## src/camera_settings.svh

```systemverilog
`ifndef CAMERA_SETTINGS_SVH
`define CAMERA_SETTINGS_SVH

// Image buffer depth in bytes
`define CAM_BUF_DEPTH 4096

// Buffer address width
`define CAM_ADDR_W 12

// Image bytes per compression step
`define CAM_SIZE_STEP 16

// Metering channels, red green blue
`define CAM_METER_CHANNELS 3

`endif

```

## src/camera_pkg.sv

```systemverilog
`include "camera_settings.svh"

package camera_pkg;

    // SPI op codes
    typedef enum logic [7:0] {
        op_capture         = 8'h20,
        op_bytes_available = 8'h21,
        op_read_data       = 8'h22,
        op_zoom            = 8'h23,
        op_pan             = 8'h24,
        op_metering        = 8'h25,
        op_quality         = 8'h26,
        op_image_done      = 8'h30,
        op_image_size      = 8'h31
    } op_code_e;

    // Request to the shared image buffer, held until granted
    typedef struct packed {
        logic                   valid;
        logic                   write;
        logic [`CAM_ADDR_W-1:0] addr;
        logic [7:0]             wdata;
    } buf_req_t;

    // Read data is valid the cycle after grant
    typedef struct packed {
        logic       grant;
        logic [7:0] rdata;
    } buf_rsp_t;

    typedef struct packed {
        logic [7:0] red;
        logic [7:0] green;
        logic [7:0] blue;
    } metering_t;

endpackage

```

## src/spi_target.sv

```systemverilog
module spi_target (
    input  logic                clock_in,
    input  logic                reset_n_in,
    input  logic                spi_sck,
    input  logic                spi_cs_n,
    input  logic                spi_mosi,
    output logic                spi_miso,
    output camera_pkg::op_code_e op_code,
    output logic                op_code_valid,
    output logic                operand_valid,
    output logic [7:0]          operand,
    output logic [7:0]          operand_count,
    input  logic [7:0]          response,
    input  logic                response_valid
);

    import camera_pkg::*;

    logic [2:0] sck_pipe;
    logic [1:0] cs_pipe;
    logic [1:0] mosi_pipe;
    logic       sck_rise;
    logic       sck_fall;
    logic       selected;
    logic [2:0] bit_count;
    logic [6:0] shift_in;
    logic [7:0] shift_out;
    logic [7:0] rx_byte;
    logic       byte_done;

    // Two sync flops, third stage only for edge detect
    assign sck_rise  = sck_pipe[1] & ~sck_pipe[2];
    assign sck_fall  = ~sck_pipe[1] & sck_pipe[2];
    assign selected  = ~cs_pipe[1];
    assign rx_byte   = {shift_in, mosi_pipe[1]};
    assign byte_done = selected & sck_rise & (bit_count == 3'd7);
    assign spi_miso  = shift_out[7];

    always_ff @(posedge clock_in) begin
        if (!reset_n_in) begin
            sck_pipe      <= 3'b000;
            cs_pipe       <= 2'b11;
            mosi_pipe     <= 2'b00;
            bit_count     <= 3'd0;
            op_code_valid <= 1'b0;
            operand_valid <= 1'b0;
            operand_count <= 8'd0;
            shift_out     <= 8'h00;
        end else begin
            sck_pipe      <= {sck_pipe[1:0], spi_sck};
            cs_pipe       <= {cs_pipe[0], spi_cs_n};
            mosi_pipe     <= {mosi_pipe[0], spi_mosi};
            operand_valid <= 1'b0;
            if (!selected) begin
                bit_count     <= 3'd0;
                op_code_valid <= 1'b0;
                operand_count <= 8'd0;
                shift_out     <= 8'h00;
            end else begin
                if (sck_rise) begin
                    bit_count <= bit_count + 3'd1;
                end
                if (byte_done && !op_code_valid) begin
                    op_code_valid <= 1'b1;
                end else if (byte_done) begin
                    operand_valid <= 1'b1;
                    operand_count <= operand_count + 8'd1;
                end
                // Falling edge after a full byte starts the next response byte
                if (sck_fall) begin
                    if (bit_count == 3'd0) begin
                        shift_out <= response_valid ? response : 8'h00;
                    end else begin
                        shift_out <= {shift_out[6:0], 1'b0};
                    end
                end
            end
        end
    end

    always_ff @(posedge clock_in) begin
        if (selected && sck_rise) begin
            shift_in <= rx_byte[6:0];
        end
        if (byte_done && !op_code_valid) begin
            op_code <= op_code_e'(rx_byte);
        end
        if (byte_done && op_code_valid) begin
            operand <= rx_byte;
        end
    end

    // Operand bytes only follow an op code within one transaction
    assert property (@(posedge clock_in) disable iff (!reset_n_in)
        $rose(operand_valid) |-> op_code_valid);

endmodule

```

## config.mk

```make
export PLATFORM = sky130hd
export DESIGN_NAME = spi_target
export DESIGN_NICKNAME = d
export VERILOG_FILES = /design/src/camera_pkg.sv /design/src/spi_target.sv
export VERILOG_INCLUDE_DIRS = /design/src
export SDC_FILE = /design/constraint.sdc
export NUM_CORES = 1
export LEC_CHECK = 0
export BUFFER_PORTS_ARGS = -buffer_cell sky130_fd_sc_hd__buf_2
export CELL_PAD_IN_SITES_DETAIL_PLACEMENT = 0
export CELL_PAD_IN_SITES_GLOBAL_PLACEMENT = 1
export CORE_ASPECT_RATIO = 0.5
export CORE_MARGIN = 2
export CORE_UTILIZATION = 41
export CTS_CLUSTER_DIAMETER = 80
export DETAILED_ROUTE_END_ITERATION = 10
export PLACE_DENSITY_LB_ADDON = 0.1
export SLEW_MARGIN = 20
export SYNTH_ARGS = -nofsm -noshare
export SYNTH_HDL_FRONTEND = slang
export SYNTH_SLANG_ARGS = --single-unit
```

## constraint.sdc

```tcl
create_clock -name clock_in -period 2 [get_ports clock_in]
set_clock_uncertainty 0.1 [all_clocks]
set_input_delay 0.2 -clock clock_in [delete_from_list [all_inputs] [get_ports clock_in]]
set_output_delay 0.2 -clock clock_in [all_outputs]
set_load 0.05 [all_outputs]
```

Word-level counts from Yosys, hierarchy flattened
Cells that the tools add are included.
- equality and inequality tests: 1
- bitwise operators: 9
- $add $sub $neg: 2
- reductions and logical operators: 8
- multiplexer cells: 3
- operators with widths (operator ; count):
    8-bit 2-to-1 mux ; 2
    8-bit by 1-bit adder with 8-bit output, second input constant ; 1
    1-bit NOT ; 5
    1-bit bitwise AND ; 4
    3-bit by 1-bit adder with 3-bit output, second input constant ; 1
    3-bit == test, second input constant ; 1
    1-bit logical AND ; 3
    3-bit logical NOT ; 1
    3-bit OR reduction ; 1
    2-bit AND reduction ; 1
    2-bit OR reduction ; 1
    1-bit logical NOT ; 1
    1-bit 2-to-1 mux ; 1
- logic and storage cells: 34
- output and inout bits: 27
- flip-flop bits (word level): 51
- input port bits: 14

Depth between registers and ports, before layout
- depth in word-level cells: 7
- mapped depth: 6

Worst setup path after synthesis
Ideal clock, no wire load.
- kind: register to register
- from: reg operand_count[0]
- to: reg operand_count[6]
- setup slack: 0.134 ns
- data arrival time: 1.696 ns
- clock period less this slack: 1.866 ns
- path buffers: 0
- stages on the path, launching flop included: 5
- path through: dfxtp_1 ha_1 nand4_1 or4_1 a21oi_1
- word-level cells in the longest chain between the ends: 1
- RTL lines (element ; RTL line ; text):
    start, declared ; spi_target.sv:12 ; output logic [7:0] operand_count,
    start signal, assigned ; spi_target.sv:67 ; operand_count <= operand_count + 8'd1;
    8-bit by 1-bit adder with 8-bit output ; spi_target.sv:67 ;
No other way between the ends.
A chain may end at the register's enable or synchronous reset.

Final worst setup path
- from: reg bit_count[0]
- to: reg operand_count[7]
- word-level cells in the longest chain between the ends: 5
- RTL lines (element ; RTL line ; text):
    start, declared ; spi_target.sv:25 ; logic [2:0] bit_count;
    start signal, assigned ; spi_target.sv:61 ; bit_count <= bit_count + 3'd1;
    3-bit == test * ; spi_target.sv:36 ; assign byte_done = selected & sck_rise & (bit_count == 3'd7);
    1-bit bitwise AND * ; spi_target.sv:36 ;
    1-bit logical AND ; spi_target.sv:63 ; if (byte_done && !op_code_valid) begin
    1-bit NOT (no source line) ; n/a ;
    2-bit AND reduction (no source line) * ; n/a ;
Every way passes the cells marked *; elsewhere a longest branch is shown, timed or not.

==> flow_metrics.py <==
metrics = {
    "outcome": {
        "outcome": "completed",
    },
    "placed_design": {
        "io_buffers": 40,
        "dpl.hpwl_mm": 2.138,
        "dp.cells": 249,
        "gp_congestion": 0.7625,
    },
    "sta": {
        "slew_headroom_pct": 75.87,
        "finalSetupViolations": 0,
        "whs_ps": 9.810,
        "hold_viol_final": 0,
        "worst-slew-pin-transition_ps": 361.9,
        "rsz0062_at_grt": "false",
        "slew_violations": 0,
        "finalCriticalPeriod_ps": 1796,
        "tns_ps": 0,
        "max_clock_freq_ghz": 0.5567,
        "period_share_pct": 89.81,
    },
    "cts": {
        "h-tree-depth": 2,
        "cts_root_buf": "clkbuf_8",
        "cts_setup_buffers": 0,
        "clk-insertion-delay-late_ps": 290,
        "cts_tree": "built",
        "cts.sinks": 51,
        "clkSlewWorstSetupHoldPaths_ps": 90,
        "cts_made_buffers": 5,
        "clockBufferDepth": 2,
    },
    "grt": {
        "grt_pass1_vias": 1109,
        "antenna_found_initial": 0,
        "grt_usage_pct": 12.90,
        "grt_max_degree": 17,
        "grt_pass1_wl_mm": 5.078,
        "overflow": 0,
    },
    "finish": {
        "area_delta_synth_final_pct": 21.39,
        "antenna-diode-count": 0,
        "final_cell_mix": "40 x buf_2, 28 x dfxtp_1, 23 x edfxtp_1",
        "nNetsFinal": 218,
        "final_common_cell": "buf_2",
        "drive_above_1_share_pct": 27.86,
        "fin_cells": 258,
    },
    "die": {
        "io_pins": 41,
        "core_mm2": 0.004382,
        "placementRows": 17,
        "dieArea_mm2": 0.005138,
        "start_util_pct": 42.58,
        "die_h_um": 51.70,
        "die_w_um": 99.40,
    },
    "synthesis": {
        "syn_area_mm2": 0.001866,
        "yosysSeqAreaShare_pct": 67.07,
        "synth.distinct_cells": 28,
        "yosys.area.top_type": "edfxtp_1",
        "syn_inst": 154,
        "yosys.area.top_type_share_pct": 37.02,
        "syn-num-nets": 172,
        "ys_ff_latch": 51,
        "synth_area_leaders": "edfxtp_1 37%, dfxtp_1 30%, a311oi_1 3.3%",
        "synth.avg_cell_area_um2": 12.11,
        "yosys_warnings": 0,
    },
    "power_and_ir_drop": {
        "irDropWorstVdd_uv": 402.9,
        "power_density_mw_per_mm2": 805.4,
        "p_leak_nw": 0.8283,
        "finalPower_mw": 1.824,
    },
    "routing": {
        "vias": 1253,
        "routed_wl_mm": 3.020,
        "wl_per_cell_um": 11.71,
        "drt_iter0_markers": 29,
        "drc": 0,
        "ant_nets": 0,
        "vias_per_cell": 4.857,
        "dr.pass1.iters": 4,
    },
    "worst_setup_path": {
        "cp-end-kind": "register",
        "rr_worst_depth": 6,
        "path_cells": "ha_1 > ha_1 > nand4bb_1 > buf_4 > or4_1 > a21oi_1",
        "path_max_fanout": 10,
        "cpMaxStageDelayCell": "or4_1",
        "cp_common_cell": "ha_1",
        "start_kind": "register",
        "crit_type": "register to register",
        "arrival_ps": 1930,
        "cpPeakStageDelay_ps": 500,
        "critPathRequiredTime_ps": 2140,
    },
    "hold_path": {
        "hp-class": "input pin to register",
        "min_delay_path_depth": 2,
    },
    "job": {
        "drv_cap": 0,
    },
}
==> final cells by class <==
| cell class | count | area, µm² |
|---|---|---|
| Sequential cell | 51 | 1251 |
| Tap cell | 57 | 71.32 |
| Clock buffer | 6 | 72.57 |
| Fill cell | 410 | 2117 |
| Multi-Input combinational cell | 90 | 558.0 |
| Timing Repair Buffer | 47 | 255.2 |
| Inverter | 5 | 18.77 |
| Clock inverter | 2 | 37.54 |
==> path summary, 6_finish.rpt <==
kind | from | end | slack [ps]
setup / recovery | bit_count[0]$_SDFFE_PP0P_ | operand_count[7]$_SDFFE_PP0P_ | 200
hold / removal | spi_sck | sck_pipe[0]$_SDFF_PN0_ | 10
setup reg to reg | bit_count[0]$_SDFFE_PP0P_ | operand_count[7]$_SDFFE_PP0P_ | 200
hold reg to reg | cs_pipe[0]$_SDFF_PN1_ | cs_pipe[1]$_SDFF_PN1_ | 310
==> worst max-delay path: cells and delay by family (launching register included) <==
family	cells	cell delay (ps)
AO/OA/AOI/OAI	1	150
AND/OR/NAND/NOR	2	610
buffers and inverters	1	170
flip-flops	1	370
adder cells (fa/ha/maj)	2	340
==> layer usage <==
| layer | track usage, % | routed length, µm | up-vias |
|---|---|---|---|
| met4 | 4.795 | 29 | 0 |
| met2 | 20.83 | 1319 | 30 |
| li1 | - | - | 654 |
| met3 | 4.973 | 186 | 4 |
| met1 | 15.97 | 1485 | 565 |
| met5 | 0 | 0 | - |
==> state kept, by name, summed over array words and instances (netlist names) <==
signal and count:
bit_count 3, cs_pipe 2, mosi_pipe 2, op_code 8, op_code_valid 1, operand 8
operand_count 8, operand_valid 1, sck_pipe 3, shift_in 7, shift_out 8
==> synth_stat cells <==
master / count
or3_1: 1
o31ai_1: 5
and2_1: 4
or4_1: 5
buf_6: 1
a311oi_1: 7
and2b_2: 1
a21oi_1: 10
or3b_1: 1
o21ai_0: 3
nand2_1: 10
and2_2: 1
inv_1: 5
nor3_1: 1
nor2_1: 12
nand2b_1: 5
xnor2_1: 1
nor2b_1: 2
nand4bb_1: 1
mux2i_1: 2
ha_1: 4
or3_2: 1
buf_1: 1
dfxtp_1: 28
nand4_1: 5
nand3_1: 8
clkbuf_1: 6
edfxtp_1: 23
==> report_power, final <==
group	internal, mW	total, mW	switching [mW]
clock network	0.373	0.692	0.319
logic	0.0205	0.0397	0.0191
registers	1.09	1.09	0.00372
total	1.48	1.82	0.342
==> what timing repair did <==
action,4_1_cts,5_1_grt
gates resized for setup,0,0
hold buffers,1,0
endpoints found under the setup margin,0,0
endpoints found under the hold margin,1,0
==> per-stage QoR <==
step	setup WS [ps]	utilization, %	instance area, µm²
after floorplan	133.7	-	1866
after global placement	251.6	48.94	2145
after detailed placement	205.7	48.94	2145
after CTS	187.4	51.68	2265
after global routing	71.96	51.68	2265
final	203.8	51.68	2265
==> kinds of logic (layout without fill, tap and decap cells) <==
family | count (synthesis) | count (layout) | share of synthesized area, %
AO/OA/AOI/OAI | 25 | 25 | 8.786
XOR/XNOR | 1 | 1 | 0.4696
adder cells (fa/ha/maj) | 4 | 4 | 2.683
buffers and inverters | 13 | 60 | 3.018
flip-flops | 51 | 51 | 67.07
multiplexers | 2 | 2 | 1.073
AND/OR/NAND/NOR | 58 | 58 | 16.90
Power figures use the tool's default switching activity.
