--- config.mk ---
export PLATFORM = sky130hd
export DESIGN_NAME = capture_writer
export DESIGN_NICKNAME = d
export VERILOG_FILES = /design/src/camera_pkg.sv /design/src/capture_writer.sv
export VERILOG_INCLUDE_DIRS = /design/src
export SDC_FILE = /design/constraint.sdc
export NUM_CORES = 1
export LEC_CHECK = 0
export ABC_AREA = 1
export BUFFER_PORTS_ARGS = -buffer_cell sky130_fd_sc_hd__buf_2
export CAP_MARGIN = 0
export CORE_MARGIN = 2
export CORE_UTILIZATION = 40
export CTS_CLUSTER_SIZE = 20
export DETAILED_ROUTE_END_ITERATION = 12
export SYNTH_ARGS = -nofsm -noshare
export SYNTH_HDL_FRONTEND = slang
export SYNTH_SLANG_ARGS = --single-unit
--- constraint.sdc ---
create_clock -name clock_in -period 3.4 [get_ports clock_in]
set_input_delay 0.34 -clock clock_in [delete_from_list [all_inputs] [get_ports clock_in]]
set_output_delay 0.34 -clock clock_in [all_outputs]
set_load 0.02 [all_outputs]
--- src/camera_settings.svh ---
`ifndef CAMERA_SETTINGS_SVH
`define CAMERA_SETTINGS_SVH

// Image buffer depth in bytes
`define CAM_BUF_DEPTH 4096

// Buffer address width
`define CAM_ADDR_W 12

// Image bytes per compression step
`define CAM_SIZE_STEP 16

// Metering channels, red green blue
`define CAM_METER_CHANNELS 3

`endif

--- src/camera_pkg.sv ---
`include "camera_settings.svh"

package camera_pkg;

    // SPI op codes
    typedef enum logic [7:0] {
        op_capture         = 8'h20,
        op_bytes_available = 8'h21,
        op_read_data       = 8'h22,
        op_zoom            = 8'h23,
        op_pan             = 8'h24,
        op_metering        = 8'h25,
        op_quality         = 8'h26,
        op_image_done      = 8'h30,
        op_image_size      = 8'h31
    } op_code_e;

    // Request to the shared image buffer, held until granted
    typedef struct packed {
        logic                   valid;
        logic                   write;
        logic [`CAM_ADDR_W-1:0] addr;
        logic [7:0]             wdata;
    } buf_req_t;

    // Read data is valid the cycle after grant
    typedef struct packed {
        logic       grant;
        logic [7:0] rdata;
    } buf_rsp_t;

    typedef struct packed {
        logic [7:0] red;
        logic [7:0] green;
        logic [7:0] blue;
    } metering_t;

endpackage

--- src/capture_writer.sv ---
`include "camera_settings.svh"

module capture_writer (
    input  logic                  clock_in,
    input  logic                  reset_n_in,
    input  logic                  start_capture,
    input  logic [3:0]            compression_factor,
    output logic [15:0]           image_size,
    output logic                  image_complete,
    output logic [15:0]           bytes_written,
    output camera_pkg::metering_t metering,
    output camera_pkg::buf_req_t  wr_req,
    input  camera_pkg::buf_rsp_t  wr_rsp
);

    import camera_pkg::*;

    logic        active;
    logic [15:0] count;
    logic [7:0]  value;
    logic [1:0]  channel;
    logic        last_write;

    assign last_write    = (count == image_size - 16'd1);
    assign bytes_written = count;

    assign wr_req.valid = active;
    assign wr_req.write = 1'b1;
    assign wr_req.addr  = count[`CAM_ADDR_W-1:0];
    assign wr_req.wdata = value;

    always_ff @(posedge clock_in) begin
        if (!reset_n_in) begin
            active         <= 1'b0;
            count          <= 16'd0;
            value          <= 8'h00;
            channel        <= 2'd0;
            image_size     <= 16'd0;
            image_complete <= 1'b0;
            metering       <= '0;
        end else if (start_capture) begin
            active         <= 1'b1;
            count          <= 16'd0;
            value          <= {4'h0, compression_factor};
            channel        <= 2'd0;
            image_complete <= 1'b0;
            metering       <= '0;
            // Higher factor gives a smaller image
            image_size <= 16'(`CAM_SIZE_STEP) * (16'd16 - {12'h000, compression_factor});
        end else if (active && wr_rsp.grant) begin
            count <= count + 16'd1;
            value <= value + 8'd5;
            if (channel == 2'(`CAM_METER_CHANNELS - 1)) begin
                channel <= 2'd0;
            end else begin
                channel <= channel + 2'd1;
            end
            // Running maximum per channel
            case (channel)
                2'd0:    if (value > metering.red) metering.red <= value;
                2'd1:    if (value > metering.green) metering.green <= value;
                default: if (value > metering.blue) metering.blue <= value;
            endcase
            if (last_write) begin
                active         <= 1'b0;
                image_complete <= 1'b1;
            end
        end
    end

endmodule

## Word-level counts from Yosys, hierarchy flattened

Index checks and enable logic that the tools add are counted.

| operators by class | value |
|---|---|
| $add $sub $neg | 5 |
| order comparisons | 3 |
| eq/ne operators | 3 |
| mux-type cells | 6 |
| bitwise logic cells | 2 |
| reductions and logical operators | 11 |

Operator list:

| cell | number |
|---|---|
| 8-bit > comparator | 3 |
| 16-bit by 1-bit adder with 16-bit output, second input constant | 1 |
| 16-bit equality test | 1 |
| 16-bit by 1-bit subtractor with 16-bit output, second input constant | 1 |
| 3-bit AND reduction | 3 |
| 8-bit by 3-bit adder with 8-bit output, second input constant | 1 |
| 4-bit two-way mux | 2 |
| 5-bit by 4-bit subtractor with 6-bit output, first input constant | 1 |
| 2-bit AND reduction | 2 |
| 2-bit nonzero test | 2 |
| 2-bit OR reduction | 2 |
| 1-bit two-way mux | 3 |
| 2-bit by 1-bit adder with 2-bit output, second input constant | 1 |
| 2-bit by 1-bit equality test with 1-bit output, second input constant | 1 |
| 2-bit equality test, second input constant | 1 |
| 2-bit zero test | 1 |
| 2-bit two-way mux | 1 |
| 1-bit NOT | 2 |
| 1-bit logical AND | 1 |

| storage, ports and cells | value |
|---|---|
| flip-flop bits (word level) | 64 |
| input port bits | 16 |
| output and inout port bits | 79 |
| logic and storage cells | 40 |

## Longest topological paths before layout

Gate-level depths: netlist of run 1.

| depth | value |
|---|---|
| depth after elaboration | 5 |
| depth in mapped cells | 13 |
| mapped depth without buffers | 13 |

## Worst setup path before layout of run 1

Ideal clock, no wire load.

| timing path | value |
|---|---|
| path kind | reg2reg |
| from | register image_size[4] |
| to | register image_complete |
| setup time | 70 ps |
| arrival time | 1,798 ps |
| data required time | 3,330 ps |
| slack | 1,532 ps |
| stages on the path, launching flop included | 14 |
| path buffers | 0 |
| clock period less this slack | 1,868 ps |
| cells stage by stage | dfxtp_1 inv_1 ha_1 nand2_1 nor2_1 ha_1 inv_1 nand2_1 nand2_1 nor2_1 nand3_1 nor2_1 nand3_1 a21oi_1 |

| on the way | value |
|---|---|
| longest elaborated chain between the ends | 3 |

Ends and longest elaborated chain:

| what | RTL line | source |
|---|---|---|
| from (decl) | capture_writer.sv:8 | `output logic [15:0] image_size,` |
| from (signal assigned) | capture_writer.sv:49 | `` image_size <= 16'(`CAM_SIZE_STEP) * (16'd16 - {12'h000, compression_factor}); `` |
| 16-bit by 1-bit subtractor with 16-bit output | capture_writer.sv:24 | `assign last_write = (count == image_size - 16'd1);` |
| 16-bit equality test | capture_writer.sv:24 |  |
| 2-bit AND reduction (no line) | -- |  |
| to (signal assigned) | capture_writer.sv:39 | `image_complete <= 1'b0;` |
| to (signal assigned) | capture_writer.sv:46 | `image_complete <= 1'b0;` |
| to (signal assigned) | capture_writer.sv:66 | `image_complete <= 1'b1;` |
| to (decl) | capture_writer.sv:9 | `output logic image_complete,` |

Every way passes these cells.
A chain may end at the register's enable or synchronous reset.

## Worst setup path in the final report of run 1

Ends and elaborated chain as after synthesis.

==> metrics.csv, run 1 <==
metric,value,unit
post_cts resized,0,
CTS tree,built,
Routed WL per cell,12.7,um
post-synth top area share,30.7,%
Hold Path End,value[2],
TritonCTS buffer count,9,
Setup TNS,0,ns
reg2reg path depth,13,
Clk network pwr share,43.6,%
"Worst Path Class, Setup",register to register,
via count,3624,
CP required,3.67,ns
grt met1 use,23.9,%
P_leak,2.00,nW
final wirelength,9220,um
status,completed,
min-delay worst type,primary input to register,
sequential power share,41.2,%
"top cells by area, synth","dfxtp_1 31%, nand2_1 12%, ha_1 9.8%",
Syn Inst Count,554,
routability cong.,0.888,
Vias/cell,4.98,
post-route cell area,0.00423,sq mm
Worst R2R Start,image_size[4],
Die Footprint,0.0101,sq mm
final design utilization,46.4,%
WP data arrival,2.26,ns
RR Endpoint,image_complete,
Routed Antenna Nets,0,
most instantiated cells after synthesis,"123 x nand2_1, 71 x inv_1, 65 x nor2_1, 57 x dfxtp_1, 55 x a21oi_1",
initial DRC count,130,
"Area growth, synth to finish",13.9,%
DP Area,0.00400,sq mm
CP max FO,6,
clock buffer depth,2,
root buffer cell,clkbuf_8,
Fin Hold WS,0.281,ns
hold path cells,3,
# diodes,0,
vias in the first global route,3189,
Cells after DPL,711,
"Async S/R FF share, synth",0,%
width of the die,100,um
max-cap violation count,0,
Top Usage Layer GRT,met2,
Worst Min Path Start,reset_n_in,
crit path launch type,register,
Worst-Skew Late Latency,0.34,ns
first-pass GRT wire length,14900,um
share of cells above drive strength 1,17.4,%
internal power,1.21,mW
predominant post-synthesis flop cell,dfxtp_1,
Sinks on Clock Net,57,
Comb pwr share,15.2,%
dpl ws,1.47,ns
reg2reg setup slack,1.41,ns
Sw Share,28.8,%
Tot Pwr,1.70,mW
Syn Area/Cell,6.70,sq um
RSZ-0062 raised after global routing,no,
PortBufs,74,
achievable frequency,0.502,GHz
# rows,35,
postcts setup bufs,0,
Worst-path clk slew,0.07,ns
initial antenna violation count,0,
PwrDens,401,mW/mm^2
Detailed Place HPWL,6620,um
sequential area share after synthesis,30.7,%
Fin Clk Skew,0.0103,ns
mapped cell area,0.00371,sq mm
die height,100,um
synth unique cells,37,
Core Box Area,0.00911,sq mm
Syn. warnings,0,
initial core utilization,40.8,%
slew margin rel.,66.1,%
# IOs,95,
Detailed Routing Iterations Pass 1,5,
cell taking the most area after synthesis,dfxtp_1,
cts hold-fix bufs,0,
Final #Nets,656,
maximum vdd drop,0.217,mV
met3 Use GR,4.11,%
critical path endpoint category,register,
met2 GRT Util,31.4,%
switching power,489,uW
DRC,0,
worst slew pin tran,0.508,ns
grt total ovfl,0,
"FF+latch count, synth",57,
final-report hold violation count,0,
Max Slew Vio Count,0,
gr usage total,18.9,%
Tcrit/Tclk final,58.6,%
Final Non-Filler Cells,727,
largest net degree at the start of global routing,39,
"count leader, synth",nand2_1,
"EDFF count, synth",0,
final setup vio count,0,
setup ws final,1.41,ns
H-tree levels,3,
minimum clock period,1.99,ns
## flip-flops by register name, summed over array words and instances (netlist names)
register,flops
metering,24
channel,2
value,8
image_complete,1
image_size,5
bytes_written,16
active,1
## how the worst max path moves through the flow
stage | endpoint | cells past startpoint | slack [ns] | from
after floorplan | image_complete | 13 | 1.53 | image_size[4]
after global placement | metering[19] | 10 | 1.48 | value[0]
after detailed placement | metering[19] | 10 | 1.47 | value[0]
after CTS | image_complete | 13 | 1.41 | image_size[4]
after global routing | image_complete | 13 | 1.20 | image_size[4]
final | image_complete | 13 | 1.41 | image_size[4]
## area by class of cell
class,instances,area (sq um)
fill,945,4880
multi-input combinational,392,2060
sequential,57,1140
timing repair buffer,75,378
inverter,76,287
clock buffer,11,151
tap,111,139
clock inverter,5,77.6
## layer usage
layer / wire length [um] / up-vias
li1: - / 1875
met1: 4260 / 1632
met2: 4300 / 103
met3: 501 / 14
met4: 161 / 0
met5: 0 / -
## power groups by stage
stage	clock [mW]	combinational (mW)	sequential (mW)
detailed placement	0	0.256	0.714
finish	0.740	0.258	0.698
global placement	0	0.252	0.713
floorplan	0	0.204	0.722
global route	0.786	0.292	0.700
CTS	0.753	0.257	0.698
## layout by cell type (no fill, tap or decap), drive strengths merged
cell / instances
conb: 12
o32ai: 1
xor2: 1
xnor2: 1
clkinv: 5
nand3: 47
nand2: 127
nor3b: 1
bufinv: 2
dfxtp: 57
nor2: 69
nand4: 3
nor4: 1
ha: 29
o21bai: 1
o21ai: 21
buf: 75
clkinvlp: 1
o211ai: 1
clkbuf: 11
a21oi: 55
nor3: 11
inv: 73
o21a: 4
o22ai: 2
a31oi: 5
## worst max-delay path: stages, from the launching register on
cell and delay (ns):
dfxtp_1 0.36, inv_1 0.12, ha_1 0.25, nand2_1 0.12, nor2_1 0.05, ha_1 0.31
inv_1 0.04, nand2_1 0.06, nand2_1 0.05, nor2_1 0.12, nand3_1 0.09, nor2_1 0.13
nand3_1 0.09, a21oi_1 0.12
## cell families after synthesis
group,synth area share [%]
AOI/OAI and AO/OA,13.7
other,0.202
xor gates and xnor gates,0.472
DFF,30.7
buffers and inverters,15.0
and+or+nand+nor,30.2
adders and majority gates,9.77
No activity file was read; power rests on OpenSTA's default activity.
==> run 2, diff against run 1 <==
--- a/config.mk
+++ b/config.mk
@@ -13,6 +13,7 @@
 export CORE_UTILIZATION = 40
 export CTS_CLUSTER_SIZE = 20
 export DETAILED_ROUTE_END_ITERATION = 12
+export PLACE_DENSITY = 0.65
 export SYNTH_ARGS = -nofsm -noshare
 export SYNTH_HDL_FRONTEND = slang
 export SYNTH_SLANG_ARGS = --single-unit
==> constraint.sdc (replaced) <==
create_clock -name clock_in -period 1.75 [get_ports clock_in]
set_input_delay 0.175 -clock clock_in [delete_from_list [all_inputs] [get_ports clock_in]]
set_output_delay 0.175 -clock clock_in [all_outputs]
set_load 0.02 [all_outputs]
==> run 2 against run 1 <==
- the run now ends with negative setup slack left
- non-clock buffer count increased by 36
- sequential cell count did not move
- register-to-register slack worse by 1.4 ns
- utilization increased by 5.5 points
- hold slack worse by 0.16 ns
- global-route usage is 1.7 points higher
- clock skew down 0.0028 ns
- clock power up 95%
- highest routed layer unchanged
- critical endpoint unchanged
==> metrics.csv, run 2 (synthesis results as in run 1) <==
metric,value,unit
Routed Antenna Nets,0,
Tcrit/Tclk final,100,%
CTS tree,built,
worst slew pin tran,0.595,ns
status,"complete, but fails checks",
CP max FO,2,
Tot Pwr,3.45,mW
crit path launch type,register,
Max Slew Vio Count,0,
"Area growth, synth to finish",27.4,%
vias in the first global route,3478,
# diodes,0,
critical path endpoint category,register,
Routed WL per cell,13.3,um
max-cap violation count,0,
root buffer cell,clkbuf_8,
grt total ovfl,0,
share of cells above drive strength 1,29.9,%
final wirelength,10200,um
Sinks on Clock Net,57,
minimum clock period,1.76,ns
Final #Nets,693,
Fin Clk Skew,0.00751,ns
Layout fillers,907,
most flop-heavy register,metering,
# rows,35,
RSZ-0062 raised after global routing,yes,
Core Box Area,0.00911,sq mm
PortBufs,74,
achievable frequency,0.570,GHz
initial core utilization,40.8,%
setup ws final,-0.00536,ns
min-delay worst type,primary input to register,
slew margin rel.,60.3,%
largest net degree at the start of global routing,38,
H-tree levels,3,
CP required,2.02,ns
Worst-path clk slew,0.07,ns
final setup vio count,1,
most frequent cells in the layout,"119 x nand2_1, 75 x buf_2, 65 x inv_1, 57 x nor2_1, 48 x a21oi_1",
routability cong.,0.877,
Detailed Routing Iterations Pass 1,4,
Fin Hold WS,0.125,ns
"Worst Path Class, Setup",register to register,
final-report hold violation count,0,
TritonCTS buffer count,9,
PwrDens,728,mW/mm^2
WP data arrival,2.03,ns
final design utilization,51.9,%
Setup TNS,-0.00536,ns
"most common cell after layout, fill and taps aside",nand2_1,
first-pass GRT wire length,16400,um
clock buffer depth,2,
maximum vdd drop,0.402,mV
P_leak,2.22,nW
via count,3829,
Vias/cell,5.01,
failing checks,negative setup slack,
DRC,0,
Detailed Place HPWL,7250,um
Die Footprint,0.0101,sq mm
initial DRC count,161,
die height,100,um
cts hold-fix bufs,0,
width of the die,100,um
Worst-Skew Late Latency,0.34,ns
initial antenna violation count,0,
# IOs,95,
gr usage total,20.6,%
Largest register FFs,24,
## run 2: changes by cell type in the layout (fill, tap and decap cells not counted), sizes merged
cell | before | now
buf | 75 | 111
clkinvlp | 1 | 2
## run 2: report_power, final
part	switching [mW]	internal [mW]
registers	0.0292	1.32
logic	0.409	0.249
clock network	0.562	0.874
## run 2: what timing repair did
action	4_1_cts	5_1_grt
cloned	0	2
setup endpoints to repair	1	28
setup buffers	0	7
pin swaps	0	24
gates resized for setup	1	56
## run 2: worst paths after layout
check                       from              to  slack [ns]  depth (start not counted)
setup / recovery   image_size[5]  image_complete      -0.005                         12
hold / removal        reset_n_in        value[2]        0.12                          3
setup reg to reg   image_size[5]  image_complete      -0.005                         12
hold reg to reg   image_complete  image_complete        0.46                          2
## run 2: routing by layer
metal	track usage, %	vias up	part of all wire, %	wire (um)
met3	4.81	13	4.6	464
met2	33.8	103	48	4910
li1	-	1939	-	-
met4	8.32	0	1.7	170
met1	25.9	1774	45	4610
met5	0	-	0	0
## run 2: area by class of cell
class,count,area (sq um),share of cell area [%]
Clock buffer,11,151,3.20
Clock inverter,5,77.6,1.64
Inverter,76,287,6.06
Multi-Input combinational cell,392,2230,47.1
Sequential cell,57,1160,24.6
Tap cell,111,139,2.94
Timing Repair Buffer,111,678,14.3
Timing Repair inverter,1,7.51,0.159
## run 2: stage by stage
stage	setup slack [ns]	instance area, sq um	instances
2_1_floorplan	0.00812	3750	564
3_3_place_gp	0.0415	4230	739
3_5_place_dp	0.00620	4230	739
4_1_cts	0.0114	4460	755
5_1_grt	-0.0945	4730	764
6_report	-0.00536	4730	764
## run 2: critical path: stages (launching register included)
cell and delay [ns]:
dfxtp_2 0.33, inv_1 0.07, ha_4 0.17, nand2_2 0.07
nor2_2 0.04, ha_1 0.30, nand2_1 0.08, nand2_1 0.07
nor2_2 0.14, nand3_2 0.10, nor2_1 0.10, nand3_1 0.10
a21oi_2 0.13
==> run 3, diff against run 2 <==
--- a/config.mk
+++ b/config.mk
@@ -6,14 +6,14 @@
 export SDC_FILE = /design/constraint.sdc
 export NUM_CORES = 1
 export LEC_CHECK = 0
-export ABC_AREA = 1
+export ABC_AREA = 0
 export BUFFER_PORTS_ARGS = -buffer_cell sky130_fd_sc_hd__buf_2
 export CAP_MARGIN = 0
 export CORE_MARGIN = 2
 export CORE_UTILIZATION = 40
 export CTS_CLUSTER_SIZE = 20
 export DETAILED_ROUTE_END_ITERATION = 12
-export PLACE_DENSITY = 0.65
+export PLACE_DENSITY = 0.66
 export SYNTH_ARGS = -nofsm -noshare
 export SYNTH_HDL_FRONTEND = slang
 export SYNTH_SLANG_ARGS = --single-unit
==> run 3 against run 2 <==
- the run now ends clean
- register-to-register slack gained 0.02 ns
- synthesized area fell by 6.9%
- sequential share of layout area up 1.8 points
- worst setup slack improved by 0.019 ns
- critical path type unchanged
- critical endpoint unchanged
- highest routed layer unchanged
==> metrics.csv, run 3 <==
metric,value,unit
status,completed,
TritonCTS buffer count,9,
largest family of logic cells by synthesized area,simple AND/OR/NAND/NOR gates,
crit path launch type,register,
initial antenna violation count,0,
"most common cell after layout, fill and taps aside",buf_2,
grt total ovfl,0,
Detailed Place HPWL,6480,um
share of cells above drive strength 1,36.4,%
"FF+latch count, synth",57,
# rows,33,
"top cells by area, synth","dfxtp_1 33%, ha_1 10%, mux2i_1 8.7%",
max-cap violation count,0,
Largest register FFs,24,
final-report hold violation count,0,
DRC,0,
Syn. warnings,0,
CP required,2.01,ns
WP data arrival,2.00,ns
root buffer cell,clkbuf_8,
H-tree levels,3,
most frequent cells in the layout,"74 x buf_2, 47 x nand2_1, 35 x buf_4, 32 x dfxtp_1, 30 x mux2i_1",
predominant post-synthesis flop cell,dfxtp_1,
critical path endpoint category,register,
Setup TNS,0,ns
gr usage total,17.8,%
Final Non-Filler Cells,605,
Detailed Routing Iterations Pass 1,4,
clock buffer depth,2,
RSZ-0062 raised after global routing,yes,
Routed WL per cell,13.9,um
vias in the first global route,2838,
CTS tree,built,
Fin Clk Skew,0.0133,ns
achievable frequency,0.576,GHz
"Area growth, synth to finish",29.5,%
Syn Inst Count,400,
final wirelength,8430,um
compound-gate portion of the synthesized area,11.0,%
PortBufs,74,
setup ws final,0.0135,ns
hold path cells,3,
reg2reg setup slack,0.01,ns
Worst R2R Start,image_size[4],
min-delay worst type,primary input to register,
initial DRC count,143,
first-pass GRT wire length,13900,um
Final #Nets,540,
cell taking the most area after synthesis,dfxtp_1,
final setup vio count,0,
CP max FO,3,
Syn Area/Cell,8.64,sq um
most flop-heavy register,metering,
proportion of synthesized area in mux cells,8.69,%
Die Footprint,0.00940,sq mm
Routed Antenna Nets,0,
post-route cell area,0.00448,sq mm
via count,3054,
synth unique cells,46,
largest net degree at the start of global routing,33,
"Async S/R FF share, synth",0,%
# diodes,0,
sequential area share after synthesis,33.0,%
# IOs,95,
P_leak,2.06,nW
routability cong.,0.925,
die height,97.0,um
final design utilization,54.0,%
mapped cell area,0.00346,sq mm
dpl ws,-0.0891,ns
most instantiated cells after synthesis,"57 x dfxtp_1, 49 x nand2_1, 30 x inv_1, 30 x mux2i_1, 29 x ha_1",
PwrDens,631,mW/mm^2
minimum clock period,1.74,ns
RR Endpoint,image_complete,
Synth Area in Adders,10.5,%
"EDFF count, synth",0,
Worst-Skew Late Latency,0.33,ns
initial core utilization,41.7,%
CP endpoint,image_complete,
simple-gate share of the synthesized area,19.8,%
post-synth top area share,33.0,%
DP Area,0.00411,sq mm
Worst-path clk slew,0.06,ns
Sinks on Clock Net,57,
Max Slew Vio Count,0,
width of the die,97.0,um
Cells after DPL,586,
reg2reg path depth,8,
Tcrit/Tclk final,99.2,%
"count leader, synth",dfxtp_1,
Post-Synth XOR/XNOR Area,6.08,%
"Worst Path Class, Setup",register to register,
Vias/cell,5.05,
critical path startpoint,image_size[4],
Core Box Area,0.00830,sq mm
maximum vdd drop,0.395,mV
run 3: worst min-delay path by stage:
stage / startpoint / end / slack [ns]
after global routing: start_capture / bytes_written[5] / 0.21
after global placement: metering[12] / metering[12] / 0.46
after detailed placement: metering[10] / metering[10] / 0.46
after CTS: compression_factor[0] / image_size[4] / 0.16
after floorplan: compression_factor[0] / image_size[4] / 0.34
final: compression_factor[0] / image_size[4] / 0.16
run 3: repair_timing:
action,4_1_cts,5_1_grt
setup endpoints to repair,16,30
resized for setup,9,29
hold buffers,0,0
pin swaps,4,15
setup buffers,1,2
run 3: layout make-up:
cell class | count | area, sq um
clock buffers | 13 | 159
clock inverters | 3 | 15.0
fillers | 784 | 3820
inverters | 30 | 115
multi-input cells | 283 | 2160
flip-flops and latches | 57 | 1180
well taps | 105 | 131
repair buffers | 114 | 716
run 3: kinds of logic after synthesis:
family	count (synthesis)
buffers and inverters	70
xor gates and xnor gates	24
muxes	30
adders and majority gates	29
and+or+nand+nor	134
AOI/OAI and AO/OA	54
DFF	57
other	2
run 3: critical path, stage by stage (launching register included):
cell     delay (ns)
dfxtp_4        0.36
inv_4          0.03
ha_4           0.15
nor3b_2        0.15
ha_1           0.31
xor2_1         0.15
nand2_1        0.08
nor4_2         0.26
a32o_1         0.20
run 3: per-stage QoR:
step	hold slack, ns	power [mW]
floorplan	0.343	1.65
global placement	0.456	1.74
detailed placement	0.460	1.75
CTS	0.155	2.85
global route	0.206	2.97
finish	0.162	2.83
run 3: where the power goes:
part	internal (mW)	switching (mW)
Combinational	0.173	0.221
Sequential	1.31	0.0288
Clock	0.585	0.506
Total	2.07	0.756
run 3: routing by layer:
| layer | vias up | GRT usage [%] | wire length [um] |
|---|---|---|---|
| li1 | 1546 | - | - |
| met1 | 1431 | 24.9 | 3980 |
| met2 | 66 | 27.5 | 3980 |
| met3 | 11 | 3.32 | 351 |
| met4 | 0 | 6.07 | 122 |
| met5 | - | 0 | 0 |
