[src/camera_settings.svh]
`ifndef CAMERA_SETTINGS_SVH
`define CAMERA_SETTINGS_SVH

// Image buffer depth in bytes
`define CAM_BUF_DEPTH 4096

// Buffer address width
`define CAM_ADDR_W 12

// Image bytes per compression step
`define CAM_SIZE_STEP 16

// Metering channels, red green blue
`define CAM_METER_CHANNELS 3

`endif

[src/camera_pkg.sv]
`include "camera_settings.svh"

package camera_pkg;

    // SPI op codes
    typedef enum logic [7:0] {
        op_capture         = 8'h20,
        op_bytes_available = 8'h21,
        op_read_data       = 8'h22,
        op_zoom            = 8'h23,
        op_pan             = 8'h24,
        op_metering        = 8'h25,
        op_quality         = 8'h26,
        op_image_done      = 8'h30,
        op_image_size      = 8'h31
    } op_code_e;

    // Request to the shared image buffer, held until granted
    typedef struct packed {
        logic                   valid;
        logic                   write;
        logic [`CAM_ADDR_W-1:0] addr;
        logic [7:0]             wdata;
    } buf_req_t;

    // Read data is valid the cycle after grant
    typedef struct packed {
        logic       grant;
        logic [7:0] rdata;
    } buf_rsp_t;

    typedef struct packed {
        logic [7:0] red;
        logic [7:0] green;
        logic [7:0] blue;
    } metering_t;

endpackage

[src/spi_registers.sv]
`include "camera_settings.svh"

module spi_registers (
    input  logic                 clock_in,
    input  logic                 reset_n_in,
    input  camera_pkg::op_code_e op_code,
    input  logic                 op_code_valid,
    input  logic [7:0]           operand,
    input  logic                 operand_valid,
    input  logic [7:0]           operand_count,
    output logic [7:0]           response,
    output logic                 response_valid,
    output logic                 start_capture,
    output logic [3:0]           compression_factor,
    input  logic [15:0]          image_size,
    input  logic                 image_complete,
    input  logic [15:0]          bytes_written,
    input  camera_pkg::metering_t metering,
    output camera_pkg::buf_req_t rd_req,
    input  camera_pkg::buf_rsp_t rd_rsp
);

    import camera_pkg::*;

    logic [15:0] bytes_read;
    logic [15:0] bytes_remaining;
    logic        op_code_valid_d;
    logic        op_start;
    logic        fetch_pending;
    logic        fetch_done;
    logic [7:0]  read_byte;

    assign bytes_remaining = bytes_written - bytes_read;
    assign op_start        = op_code_valid & ~op_code_valid_d;

    // Prefetch of the byte at bytes_read
    assign rd_req.valid = fetch_pending;
    assign rd_req.write = 1'b0;
    assign rd_req.addr  = bytes_read[`CAM_ADDR_W-1:0];
    assign rd_req.wdata = 8'h00;

    always_ff @(posedge clock_in) begin
        if (!reset_n_in) begin
            op_code_valid_d    <= 1'b0;
            start_capture      <= 1'b0;
            compression_factor <= 4'd0;
            bytes_read         <= 16'd0;
            fetch_pending      <= 1'b0;
            fetch_done         <= 1'b0;
            response_valid     <= 1'b0;
        end else begin
            op_code_valid_d <= op_code_valid;
            start_capture   <= 1'b0;
            response_valid  <= 1'b0;
            fetch_done      <= rd_rsp.grant;
            if (rd_rsp.grant) begin
                fetch_pending <= 1'b0;
            end
            if (op_code_valid) begin
                case (op_code)
                    op_capture: begin
                        if (op_start) begin
                            start_capture <= 1'b1;
                            bytes_read    <= 16'd0;
                        end
                    end
                    op_read_data: begin
                        response_valid <= 1'b1;
                        if (op_start) begin
                            fetch_pending <= 1'b1;
                        end else if (operand_valid) begin
                            // Byte went out, move on and fetch the next one
                            if (bytes_read < bytes_written) begin
                                bytes_read <= bytes_read + 16'd1;
                            end
                            fetch_pending <= 1'b1;
                        end
                    end
                    op_quality: begin
                        if (operand_valid) begin
                            compression_factor <= operand[3:0];
                        end
                    end
                    op_bytes_available, op_metering, op_image_done, op_image_size: begin
                        response_valid <= 1'b1;
                    end
                    // Zoom and pan are accepted and ignored
                    default: begin
                    end
                endcase
            end
        end
    end

    always_ff @(posedge clock_in) begin
        if (fetch_done) begin
            read_byte <= rd_rsp.rdata;
        end
        case (op_code)
            op_bytes_available: begin
                response <= (operand_count == 8'd0) ? bytes_remaining[15:8]
                                                    : bytes_remaining[7:0];
            end
            op_read_data: response <= read_byte;
            op_metering: begin
                case (operand_count)
                    8'd0:    response <= metering.red;
                    8'd1:    response <= metering.green;
                    default: response <= metering.blue;
                endcase
            end
            op_image_done: response <= {7'd0, image_complete};
            op_image_size: begin
                response <= (operand_count == 8'd0) ? image_size[7:0] : image_size[15:8];
            end
            default: response <= 8'h00;
        endcase
    end

    // Reader never runs ahead of the capture writer
    assert property (@(posedge clock_in) disable iff (!reset_n_in)
        bytes_read <= bytes_written);

endmodule

[config.mk]
export PLATFORM = sky130hd
export DESIGN_NAME = spi_registers
export DESIGN_NICKNAME = d
export VERILOG_FILES = /design/src/camera_pkg.sv /design/src/spi_registers.sv
export VERILOG_INCLUDE_DIRS = /design/src
export SDC_FILE = /design/constraint.sdc
export NUM_CORES = 1
export LEC_CHECK = 0
export CORE_AREA = 2 2 66 94
export DETAILED_ROUTE_END_ITERATION = 6
export DIE_AREA = 0 0 68 96
export DONT_BUFFER_PORTS = 1
export PLACE_DENSITY = 0.8
export SLEW_MARGIN = 20
export SYNTH_ARGS = -nofsm -noshare
export SYNTH_HDL_FRONTEND = slang
export SYNTH_SLANG_ARGS = --single-unit
[constraint.sdc]
create_clock -name clock_in -period 2.7 [get_ports clock_in]
set_input_delay 0.27 -clock clock_in [delete_from_list [all_inputs] [get_ports clock_in]]
set_output_delay 0.27 -clock clock_in [all_outputs]
set_load 0.01 [all_outputs]
# After elaboration in Yosys (flattened, before gate mapping)
# Cells that the tools add are included.
[totals]
reg_bits = 41
input_bits = 94
output_inout_bits = 36
elab_cells = 49
[classes]
add_sub_neg = 2
magnitude_cmp = 1
n_eq_ne = 12
mux = 16
n_bitwise = 2
reduce_logical = 7
[op_table]
columns = ["operator", "n"]
rows = [
  ["$mux 16", 4],
  ["$eq 8x6->1 const B", 7],
  ["$pmux 8 s5", 1],
  ["$pmux 16 s2", 1],
  ["$add 16x1->16 const B", 1],
  ["$lt 16x16->1", 1],
  ["$mux 8", 2],
  ["$pmux 8 s2", 1],
  ["$sub 16x16->16", 1],
  ["$eq 8x1->1 const B", 1],
  ["$logic_not 8->1", 1],
  ["$ne 2x2->1 const B", 4],
  ["$mux 1", 7],
  ["$reduce_and 3->1", 2],
  ["$reduce_and 6->1", 1],
  ["$reduce_or 5->1", 1],
  ["$reduce_and 2->1", 1],
  ["$reduce_bool 2->1", 1],
  ["$and 1x1->1", 1],
  ["$not 1->1", 1],
]

# Longest topological paths before layout
# Gate-level depths: netlist of the first run.
[depth]
word_depth = 5
ltp_mapped = 11
ltp_nobuf = 10

# Worst setup path after synthesis of the first run
# OpenSTA, ideal clock, no wires.
[synth_path]
path_type = "flip-flop to flip-flop"
from = "reg bytes_read[7]"
to = "reg response[5]"
setup_time_ns = 0.122
arrival_time_ns = 2.386
required_ns = 2.578
path_slack_ns = 0.192
path_stages_with_launch = 12
n_path_buf = 2
synth_period_minus_slack_ns = 2.508
cell_sequence = "dfxtp_1 > clkbuf_1 > inv_1 > ha_1 > clkbuf_1 > a21o_1 > a31oi_1 > nand4_1 > a41oi_1 > o21bai_1 > mux2i_1 > a221o_1"
[synth_via]
elab_chain_len = 3
[synth_lines]
columns = ["item", "line", "text"]
rows = [
  ["start: declaration", "spi_registers.sv:25", "logic [15:0] bytes_read;"],
  ["start signal: assignment", "spi_registers.sv:74", "bytes_read <= bytes_read + 16'd1;"],
  ["$sub 16x16->16", "spi_registers.sv:33", "assign bytes_remaining = bytes_written - bytes_read;"],
  ["$mux 8", "spi_registers.sv:101", "response <= (operand_count == 8'd0) ? bytes_remaining[15:8]"],
  ["$pmux 8 s5", "spi_registers.sv:99", "case (op_code)"],
  ["end signal: assignment", "spi_registers.sv:101", ""],
  ["end signal: assignment", "spi_registers.sv:104", "op_read_data: response <= read_byte;"],
  ["end signal: assignment", "spi_registers.sv:107", "8'd0: response <= metering.red;"],
  ["end: declaration", "spi_registers.sv:11", "output logic [7:0] response,"],
]
# Every way passes these cells.
# A chain may end at the register's enable or synchronous reset.

# Final worst setup path of the first run
[layout_path]
from = "reg bytes_read[1]"
to = "reg response[5]"
# The elaborated chain is that of the path after synthesis.

==> flow_summary.json, run 1 <==
{
  "hold_start": "op_code[0]",
  "grt_usage_pct": 26.80,
  "grt_pass1_vias": 2855,
  "setup_viol_count_final": 0,
  "fin_nets": 514,
  "dr_total_vias": 3022,
  "cts_buffers": 5,
  "yosysWarningCount": 0,
  "cts.sinks": 41,
  "slew_violations": 0,
  "synth_cell_types": 62,
  "clk_path_buf_depth": 2,
  "io_buffers": 0,
  "area_growth_pct": 3.924,
  "synthArstFlopShare_pct": 0,
  "hold_ws_ns": 0.02947,
  "synth_seq_cells": 41,
  "drt_iter0_markers": 182,
  "maxCapViolations": 0,
  "cts-hold-fix-buffers": 0,
  "peakVddDrop_mv": 0.2051,
  "max-slew-margin-rel_pct": 46.79,
  "wl_per_cell_um": 17.92,
  "drt_first_pass_iters": 5,
  "required_ns": 2.89,
  "status": "finished clean",
  "timing.rr.start": "bytes_read[1]",
  "die_w_um": 68,
  "synth_area_sq_um": 3221,
  "post-cts-setup-buffers": 0,
  "dieArea_sq_um": 6528,
  "placed_cells": 465,
  "cts_tree": "done",
  "die_h_um": 96,
  "viasPerCell": 6.389,
  "fin_tns_setup_ns": 0,
  "max_freq_mhz": 401.9,
  "placeableCoreArea_sq_um": 5698,
  "rsz0062_at_grt": "false",
  "finalClockSkew_ns": 0.006070,
  "clkSlewWorstSetupHoldPaths_ns": 0.08,
  "final_layout_size_suffix_gt1_share_pct": 10.17,
  "overflow": 0,
  "antenna_found_initial": 0,
  "power.leakage_nw": 1.234,
  "finalHoldViolCount": 0,
  "period_needed_ns": 2.488,
  "start_util_pct": 56.52,
  "hp-class": "primary input to flop",
  "tightest_slew_ns": 0.7780,
  "ys.flop_type": "dfxtp_1",
  "grt_start_max_net_pins": 20,
  "yosysSeqAreaShare_pct": 27.97,
  "power_density_nw_per_um2": 363.9,
  "end_kind": "flop",
  "crit_type": "flop to flop",
  "htree_levels": 2,
  "avgSynthCellArea_sq_um": 7.913,
  "crit_start": "bytes_read[1]",
  "cts-root-buf": "clkbuf_8",
  "worstPathArrival_ns": 2.67,
  "fin_crit_sh_pct": 92.16,
  "utilization_pct": 58.74,
  "io_pins": 130,
  "synthCells": 407,
  "dp_hpwl_um": 6855,
  "insertedDiodeCount": 0,
  "worst_skew_pair.late_latency_ns": 0.30,
  "crit_path_max_fanout": 6,
  "instances_no_fill": 473,
  "synth_edf_count": 8,
  "wirelength_um": 8474,
  "gp_congestion": 0.8681,
  "drc": 0,
  "row_count": 33,
  "grt_pass1_wl_um": 13210,
  "cp-start-kind": "flop",
  "ant_nets": 0,
  "cts_resized": 0
}
==> cells in the final DEF (no fill, tap or decap), drive strengths merged, types with 5 or more instances in the layout <==
master,n
nand3,27
clkbuf,5
dfxtp,33
nor2,30
conb,9
and3,5
nand2b,7
ha,17
a21o,5
nand4,10
o211ai,7
a31oi,8
inv,22
xnor2,6
nor2b,5
edfxtp,8
nand2,37
mux2i,17
o21ai,29
buf,22
o32ai,5
nor3,8
a21oi,18
==> stage by stage <==
step	worst slack (ns)	power, mW	cell area [sq um]
floorplan	0.1922	0.8002	3251
global placement	0.2134	0.8121	3253
detailed placement	0.1621	0.8171	3253
CTS	0.1485	1.217	3339
global route	0.02437	1.271	3347
finish	0.2118	1.218	3347
==> registers in the layout (all words and copies together), names as in the netlist <==
| signal | cells |
|---|---|
| bytes_read | 16 |
| compression_factor | 4 |
| fetch_done | 1 |
| fetch_pending | 1 |
| op_code_valid_d | 1 |
| read_byte | 8 |
| response | 8 |
| response_valid | 1 |
| start_capture | 1 |
==> Yosys cell counts, types with 3 or more instances <==
master    instances  area [sq um]
a21o_1            5         37.54
a21oi_1          18         90.09
a222oi_1          3         30.03
a31oi_1           8         50.05
and2_1            4         25.02
and3_1            5         31.28
buf_2             8         40.04
buf_4            22         165.2
clkbuf_1         11         41.29
dfxtp_1          33         660.6
edfxtp_1          8         240.2
ha_1             17         212.7
inv_1            22         82.58
mux2i_1          17         170.2
nand2_1          36         135.1
nand2b_1          7         43.79
nand3_1          27         135.1
nand4_1          10         62.56
nand4b_1          3         26.28
nor2_1           30         112.6
nor2b_1           5         31.28
nor3_1            8         40.04
o211ai_1          7         52.55
o21ai_0          28         140.1
o21bai_1          3         22.52
o221ai_1          3         26.28
o31ai_1           3         22.52
o32ai_1           5         43.79
or2_2             4         25.02
xnor2_1           6         52.55
xor2_1            4         35.03
==> final timing paths <==
check / endpoint / slack [ns] / cells past startpoint
worst max-delay path: response[5] / 0.21 / 9
worst min-delay path: start_capture / 0.03 / 1
worst max register to register: response[5] / 0.21 / 9
worst min register to register: bytes_read[15] / 0.50 / 2
==> worst max-delay path, cell delays in order, from the launching register on <==
cell and delay, ns:
dfxtp_1 0.53, inv_1 0.09, ha_1 0.30, nor2b_1 0.16, o21bai_1 0.26, nand4_1 0.21, a41oi_1 0.29, o21bai_1 0.11
mux2i_1 0.13, a221o_1 0.31
==> routing by layer <==
| layer | vias to the layer above | share of wire, % | global-route usage (%) |
|---|---|---|---|
| li1 | 1453 | - | - |
| met1 | 1387 | 36 | 28.41 |
| met2 | 160 | 52 | 48.30 |
| met3 | 22 | 8.0 | 6.784 |
| met4 | 0 | 3.1 | 12.33 |
| met5 | - | 0 | 0 |
==> cells by family after synthesis <==
family / after synthesis / synth area share [%]
AOI/OAI and AO/OA: 105 / 21.91
buffers and inverters: 65 / 10.45
and+or+nand+nor: 150 / 24.32
adders and majority gates: 18 / 7.226
xor gates and xnor gates: 10 / 2.719
muxes: 17 / 5.284
other: 1 / 0.1164
DFF: 41 / 27.97
==> power breakdown <==
| part | internal, mW | leakage, nW | switching, mW | total [mW] |
|---|---|---|---|---|
| registers | 0.632 | 0.341 | 0.00551 | 0.637 |
| logic | 0.0717 | 0.849 | 0.0970 | 0.169 |
| clock network | 0.179 | 0.0439 | 0.233 | 0.412 |
| total | 0.882 | 1.23 | 0.336 | 1.22 |
==> final cells by class <==
class | instances | area, sq um
timing repair buffer | 22 | 165.2
sequential | 41 | 900.9
clock buffer | 5 | 68.82
inverter | 23 | 86.33
multi-input combinational | 309 | 2021
fill | 540 | 2351
tap | 70 | 87.58
clock inverter | 3 | 17.52
Power figures use the tool's default switching activity.
==> run 2: changes to the inputs <==
- clock period: 2.7 -> 2.1 ns (I/O delays scaled with it)
==> flow_summary.json, run 2 (synthesized netlist as in run 1, its figures left out) <==
{
  "tightest_slew_ns": 0.6037,
  "row_count": 33,
  "period_needed_ns": 2.267,
  "r2r_end": "bytes_read[3]",
  "clkPwrFrac_pct": 36.0,
  "start_util_pct": 56.52,
  "finalPower_mw": 1.815,
  "cp-start-kind": "flop",
  "cts.sinks": 41,
  "dr_total_vias": 3567,
  "io_buffers": 0,
  "setup_viol_count_final": 8,
  "placeableCoreArea_sq_um": 5698,
  "hold_start": "reset_n_in",
  "drt_first_pass_iters": 5,
  "hp-class": "primary input to flop",
  "wl_per_cell_um": 20.37,
  "max_freq_mhz": 441.2,
  "viasPerCell": 6.581,
  "max-slew-margin-rel_pct": 59.51,
  "worstRegToRegCells": 10,
  "grt_usage_pct": 31.67,
  "postPlaceCellArea_sq_um": 3731,
  "slew_violations": 0,
  "power.internal_mw": 1.341,
  "die_h_um": 96,
  "drt_iter0_markers": 301,
  "die_w_um": 68,
  "htree_levels": 2,
  "worstPathArrival_ns": 2.43,
  "crit_path_max_fanout": 6,
  "power.leakage_nw": 1.648,
  "worst_skew_pair.late_latency_ns": 0.30,
  "fin_nets": 583,
  "largest_reg_flops": 16,
  "overflow": 0,
  "dieArea_sq_um": 6528,
  "ant_nets": 0,
  "power_density_nw_per_um2": 417.6,
  "cts_tree": "done",
  "final_layout_size_suffix_gt1_share_pct": 36.02,
  "peakVddDrop_mv": 0.3211,
  "fin_ws_ns": -0.1665,
  "grt_start_max_net_pins": 20,
  "antenna_found_initial": 0,
  "grt_pass1_wl_um": 15590,
  "end_kind": "flop",
  "grt_pass1_vias": 3354,
  "dp_hpwl_um": 7454,
  "finalClockSkew_ns": 0.008761,
  "grt.met2_usage_pct": 58.58,
  "drc": 0,
  "holdPathEnd": "bytes_read[1]",
  "crit_type": "flop to flop",
  "area_growth_pct": 34.97,
  "fin_area_sq_um": 4347,
  "rsz0062_at_grt": "true",
  "pwr-share-seq_pct": 45.1,
  "cts-root-buf": "clkbuf_8",
  "use_met1_pct": 32.24,
  "use_met3_pct": 6.433,
  "clk_path_buf_depth": 2,
  "clkSlewWorstSetupHoldPaths_ns": 0.08,
  "wirelength_um": 11040,
  "grt.busiest_layer": "met2",
  "final_common_cell": "buf_4",
  "insertedDiodeCount": 0,
  "violations": "setup timing",
  "cts_buffers": 5,
  "required_ns": 2.27,
  "reg_top3": "bytes_read (16), read_byte (8), response (8)",
  "status": "complete, but fails checks",
  "finalHoldViolCount": 0,
  "maxCapViolations": 0,
  "io_pins": 130,
  "utilization_pct": 76.28,
  "p_comb_share_pct": 18.9,
  "worstHoldPathCells": 2,
  "gp_congestion": 0.9703,
  "final_cell_mix": "buf_4, nand2_1, nor2_1, nand3_1, dfxtp_1",
  "timing.rr.start": "bytes_read[0]",
  "regMostFlops": "bytes_read",
  "r2r_slack_ns": -0.17,
  "switching_share_pct": 26.14,
  "fin_crit_sh_pct": 107.9,
  "p_sw_mw": 0.4744
}
run 2: cell count changes in the layout (fill, tap and decap cells not counted), moves of 4 or more:
cell           change
o21ai_1            +6
buf_4             +56
ha_1              -15
o21ai_0           -10
a21oi_2            +5
a21oi_1            -6
o21ai_2            +4
dfxtp_1           -14
inv_2              +9
inv_1             -10
buf_6              +4
dlygate4sd3_1      +9
dfxtp_2           +13
ha_4              +14
run 2: how the worst max path moves through the flow:
stage / depth (start not counted) / to / slack [ns] / from
final: 10 / bytes_read[3] / -0.17 / bytes_read[0]
after global routing: 10 / bytes_read[3] / -0.29 / bytes_read[10]
after CTS: 10 / bytes_read[13] / -0.09 / bytes_read[9]
after detailed placement: 9 / bytes_read[9] / -0.13 / bytes_read[0]
after global placement: 9 / bytes_read[9] / -0.08 / bytes_read[0]
after floorplan: 11 / response[5] / -0.11 / bytes_read[7]
run 2: power by group through the flow:
stage	Sequential (mW)	Combinational [mW]	Clock [mW]
floorplan	0.835	0.208	0
global placement	0.838	0.253	0
detailed placement	0.838	0.260	0
CTS	0.818	0.293	0.660
global route	0.819	0.370	0.698
finish	0.818	0.344	0.653
run 2: worst max-delay path: stages (launching register included):
cell	delay, ns
dfxtp_2	0.35
ha_4	0.16
fa_2	0.34
nor2b_2	0.13
o21ai_2	0.08
a21oi_4	0.18
o21ba_4	0.18
or2_4	0.13
nand3_4	0.09
buf_6	0.17
o41ai_1	0.32
run 2: layout make-up:
cell class                 instances  area, sq um
clock buffer                       6        72.57
multi-input combinational        309         2417
timing repair buffer              91        720.7
sequential                        41        920.9
fill                             380         1351
inverter                          23        88.84
tap                               70        87.58
clock inverter                     2        38.79
run 2: repair_timing:
item | in CTS | in global routing
pin swaps | 28 | 15
buffers inserted | 6 | 4
setup endpoints to repair | 19 | 22
hold endpoints to repair | 2 | 7
hold buffers | 2 | 7
gates resized for setup | 48 | 31
run 2: layer usage:
metal  wire (um)  part of all wire (%)  vias to the layer above
met5           0                     0                        -
met4         627                   5.7                        0
met3         840                   7.6                       59
met2        5819                    53                      248
met1        3755                    34                     1663
li1            -                     -                     1597
run 2: per-stage QoR:
| stage | TNS [ns] | std cells | hold slack [ns] | setup slack (ns) |
|---|---|---|---|---|
| after floorplan | -0.1622 | 415 | 0.2866 | -0.1086 |
| after detailed placement | -1.223 | 515 | 0.2943 | -0.1262 |
| after CTS | -0.9617 | 531 | 0.0008231 | -0.08599 |
| after global routing | -1.813 | 542 | 0.05921 | -0.2948 |
| final | -0.4551 | 542 | 0.06385 | -0.1665 |
| after global placement | -0.3301 | 515 | 0.2922 | -0.08316 |
==> run 3: changes to the inputs <==
==> constraint.sdc (replaced) <==
create_clock -name clock_in -period 2.1 [get_ports clock_in]
set_input_delay 0.105 -clock clock_in [delete_from_list [all_inputs] [get_ports clock_in]]
set_output_delay 0.105 -clock clock_in [all_outputs]
set_load 0.01 [all_outputs]
==> flow_summary.json, run 3 (synthesized netlist as in run 1, its figures left out) <==
{
  "status": "complete, but fails checks",
  "violations": "setup timing",
  "gp_congestion": 0.9175,
  "fin_nets": 591,
  "final_cell_mix": "buf_4, nand2_1, nor2_1, nand3_1, dfxtp_1",
  "setup_viol_count_final": 19,
  "p_comb_share_pct": 21.0,
  "cts-root-buf": "clkbuf_8",
  "peakVddDrop_mv": 0.2818,
  "final_common_cell": "buf_4",
  "slew_violations": 0,
  "overflow": 0,
  "required_ns": 2.31,
  "final_layout_size_suffix_gt1_share_pct": 33.33,
  "max-slew-margin-rel_pct": 53.33,
  "clkPwrFrac_pct": 32.5,
  "maxCapViolations": 0,
  "worstRegToRegCells": 9,
  "clkSlewWorstSetupHoldPaths_ns": 0.09,
  "tightest_slew_ns": 0.6977,
  "hp-class": "primary input to flop",
  "dp_hpwl_um": 7644,
  "r2r_end": "bytes_read[12]",
  "crit_start": "bytes_read[14]",
  "fin_crit_sh_pct": 111.4,
  "crit_path_max_fanout": 3,
  "rsz0062_at_grt": "true",
  "drt_iter0_markers": 337,
  "die_h_um": 96,
  "placeableCoreArea_sq_um": 5698,
  "fin_ws_ns": -0.2404,
  "wirelength_um": 11840,
  "pwr-share-seq_pct": 46.5,
  "ant_nets": 0,
  "htree_levels": 2,
  "finalHoldViolCount": 0,
  "worst_skew_pair.late_latency_ns": 0.32,
  "instances_no_fill": 550,
  "worstPathArrival_ns": 2.55,
  "largest_reg_flops": 16,
  "die_w_um": 68,
  "drt_first_pass_iters": 5,
  "grt_pass1_vias": 3472,
  "cp-start-kind": "flop",
  "period_needed_ns": 2.340,
  "regMostFlops": "bytes_read",
  "cts_tree": "done",
  "max_freq_mhz": 427.3,
  "reg_top3": "bytes_read (16), read_byte (8), response (8)",
  "grt_usage_pct": 33.39,
  "r2r_slack_ns": -0.24,
  "dr_total_vias": 3696,
  "crit_end": "bytes_read[12]",
  "area_growth_pct": 35.82,
  "cts.sinks": 41,
  "grt_pass1_wl_um": 16450,
  "power.leakage_nw": 1.673,
  "drc": 0,
  "clk_path_buf_depth": 2,
  "cts_buffers": 5,
  "power.internal_mw": 1.233,
  "insertedDiodeCount": 0,
  "wl_per_cell_um": 21.53,
  "hold_ws_ns": 0.04039,
  "crit_type": "flop to flop",
  "io_buffers": 0,
  "io_pins": 130,
  "placed_cells": 518,
  "antenna_found_initial": 0,
  "start_util_pct": 56.52,
  "grt_start_max_net_pins": 19,
  "utilization_pct": 76.77,
  "row_count": 33,
  "timing.rr.start": "bytes_read[14]",
  "end_kind": "flop",
  "p_sw_mw": 0.5298,
  "power_density_nw_per_um2": 403.0,
  "viasPerCell": 6.720,
  "switching_share_pct": 30.05,
  "finalClockSkew_ns": 0.007974,
  "dieArea_sq_um": 6528
}
==> run 3: what timing repair did <==
item	4_1_cts	5_1_grt
cloned	1	0
setup endpoints to repair	18	23
hold endpoints to repair	27	0
setup buffers	4	2
resized for setup	30	32
hold buffers	17	0
pin swaps	13	18
==> run 3: cell type report <==
class	count	area, sq um
inverter	23	88.84
multi-input combinational	309	2394
clock buffer	5	68.82
timing repair buffer	99	800.8
tap	70	87.58
sequential	41	913.4
fill	373	1324
clock inverter	3	21.27
==> run 3: critical path: stages (launching register included) <==
cell and delay, ns:
dfxtp_1 0.34, inv_1 0.08, ha_4 0.28, nand4_1 0.16
or2_4 0.30, nor4_4 0.38, nor4_4 0.12, buf_4 0.18
a311o_1 0.33, o41ai_2 0.06
==> run 3: worst min-delay path by stage <==
| stage | start | slack [ns] | cells after the start | end |
|---|---|---|---|---|
| floorplan | op_code[0] | 0.18 | 1 | start_capture |
| global placement | op_code[0] | 0.18 | 1 | start_capture |
| detailed placement | op_code[0] | 0.18 | 1 | start_capture |
| CTS | op_code[1] | 0.03 | 2 | response_valid |
| global route | op_code[1] | 0.04 | 2 | response_valid |
| finish | op_code[1] | 0.04 | 2 | response_valid |
==> run 3: power groups by stage <==
stage	registers, mW	logic [mW]	clock network (mW)
floorplan	0.835	0.208	0
global placement	0.838	0.260	0
detailed placement	0.838	0.268	0
CTS	0.820	0.319	0.556
global route	0.821	0.397	0.600
finish	0.820	0.370	0.572
==> run 3: through the flow <==
step                power [mW]  cell area, sq um  TNS, ns  worst slack (ns)
floorplan                1.043              3390  -0.1622           -0.1086
global placement         1.098              3754  -0.3632          -0.08558
detailed placement       1.107              3754  -0.8519           -0.1111
CTS                      1.694              4197  -0.1301          -0.03206
global route             1.819              4374   -4.769           -0.3249
finish                   1.763              4374   -3.181           -0.2404
==> run 3: metal layers <==
metal / global-route usage, % / wire, um / part of all wire (%) / vias to the layer above
met3: 6.784 / 1022 / 8.6 / 72
met2: 61.89 / 6231 / 53 / 292
met5: 0 / 0 / 0 / -
met1: 33.82 / 3925 / 33 / 1723
li1: - / - / - / 1609
met4: 17.83 / 662 / 5.6 / 0
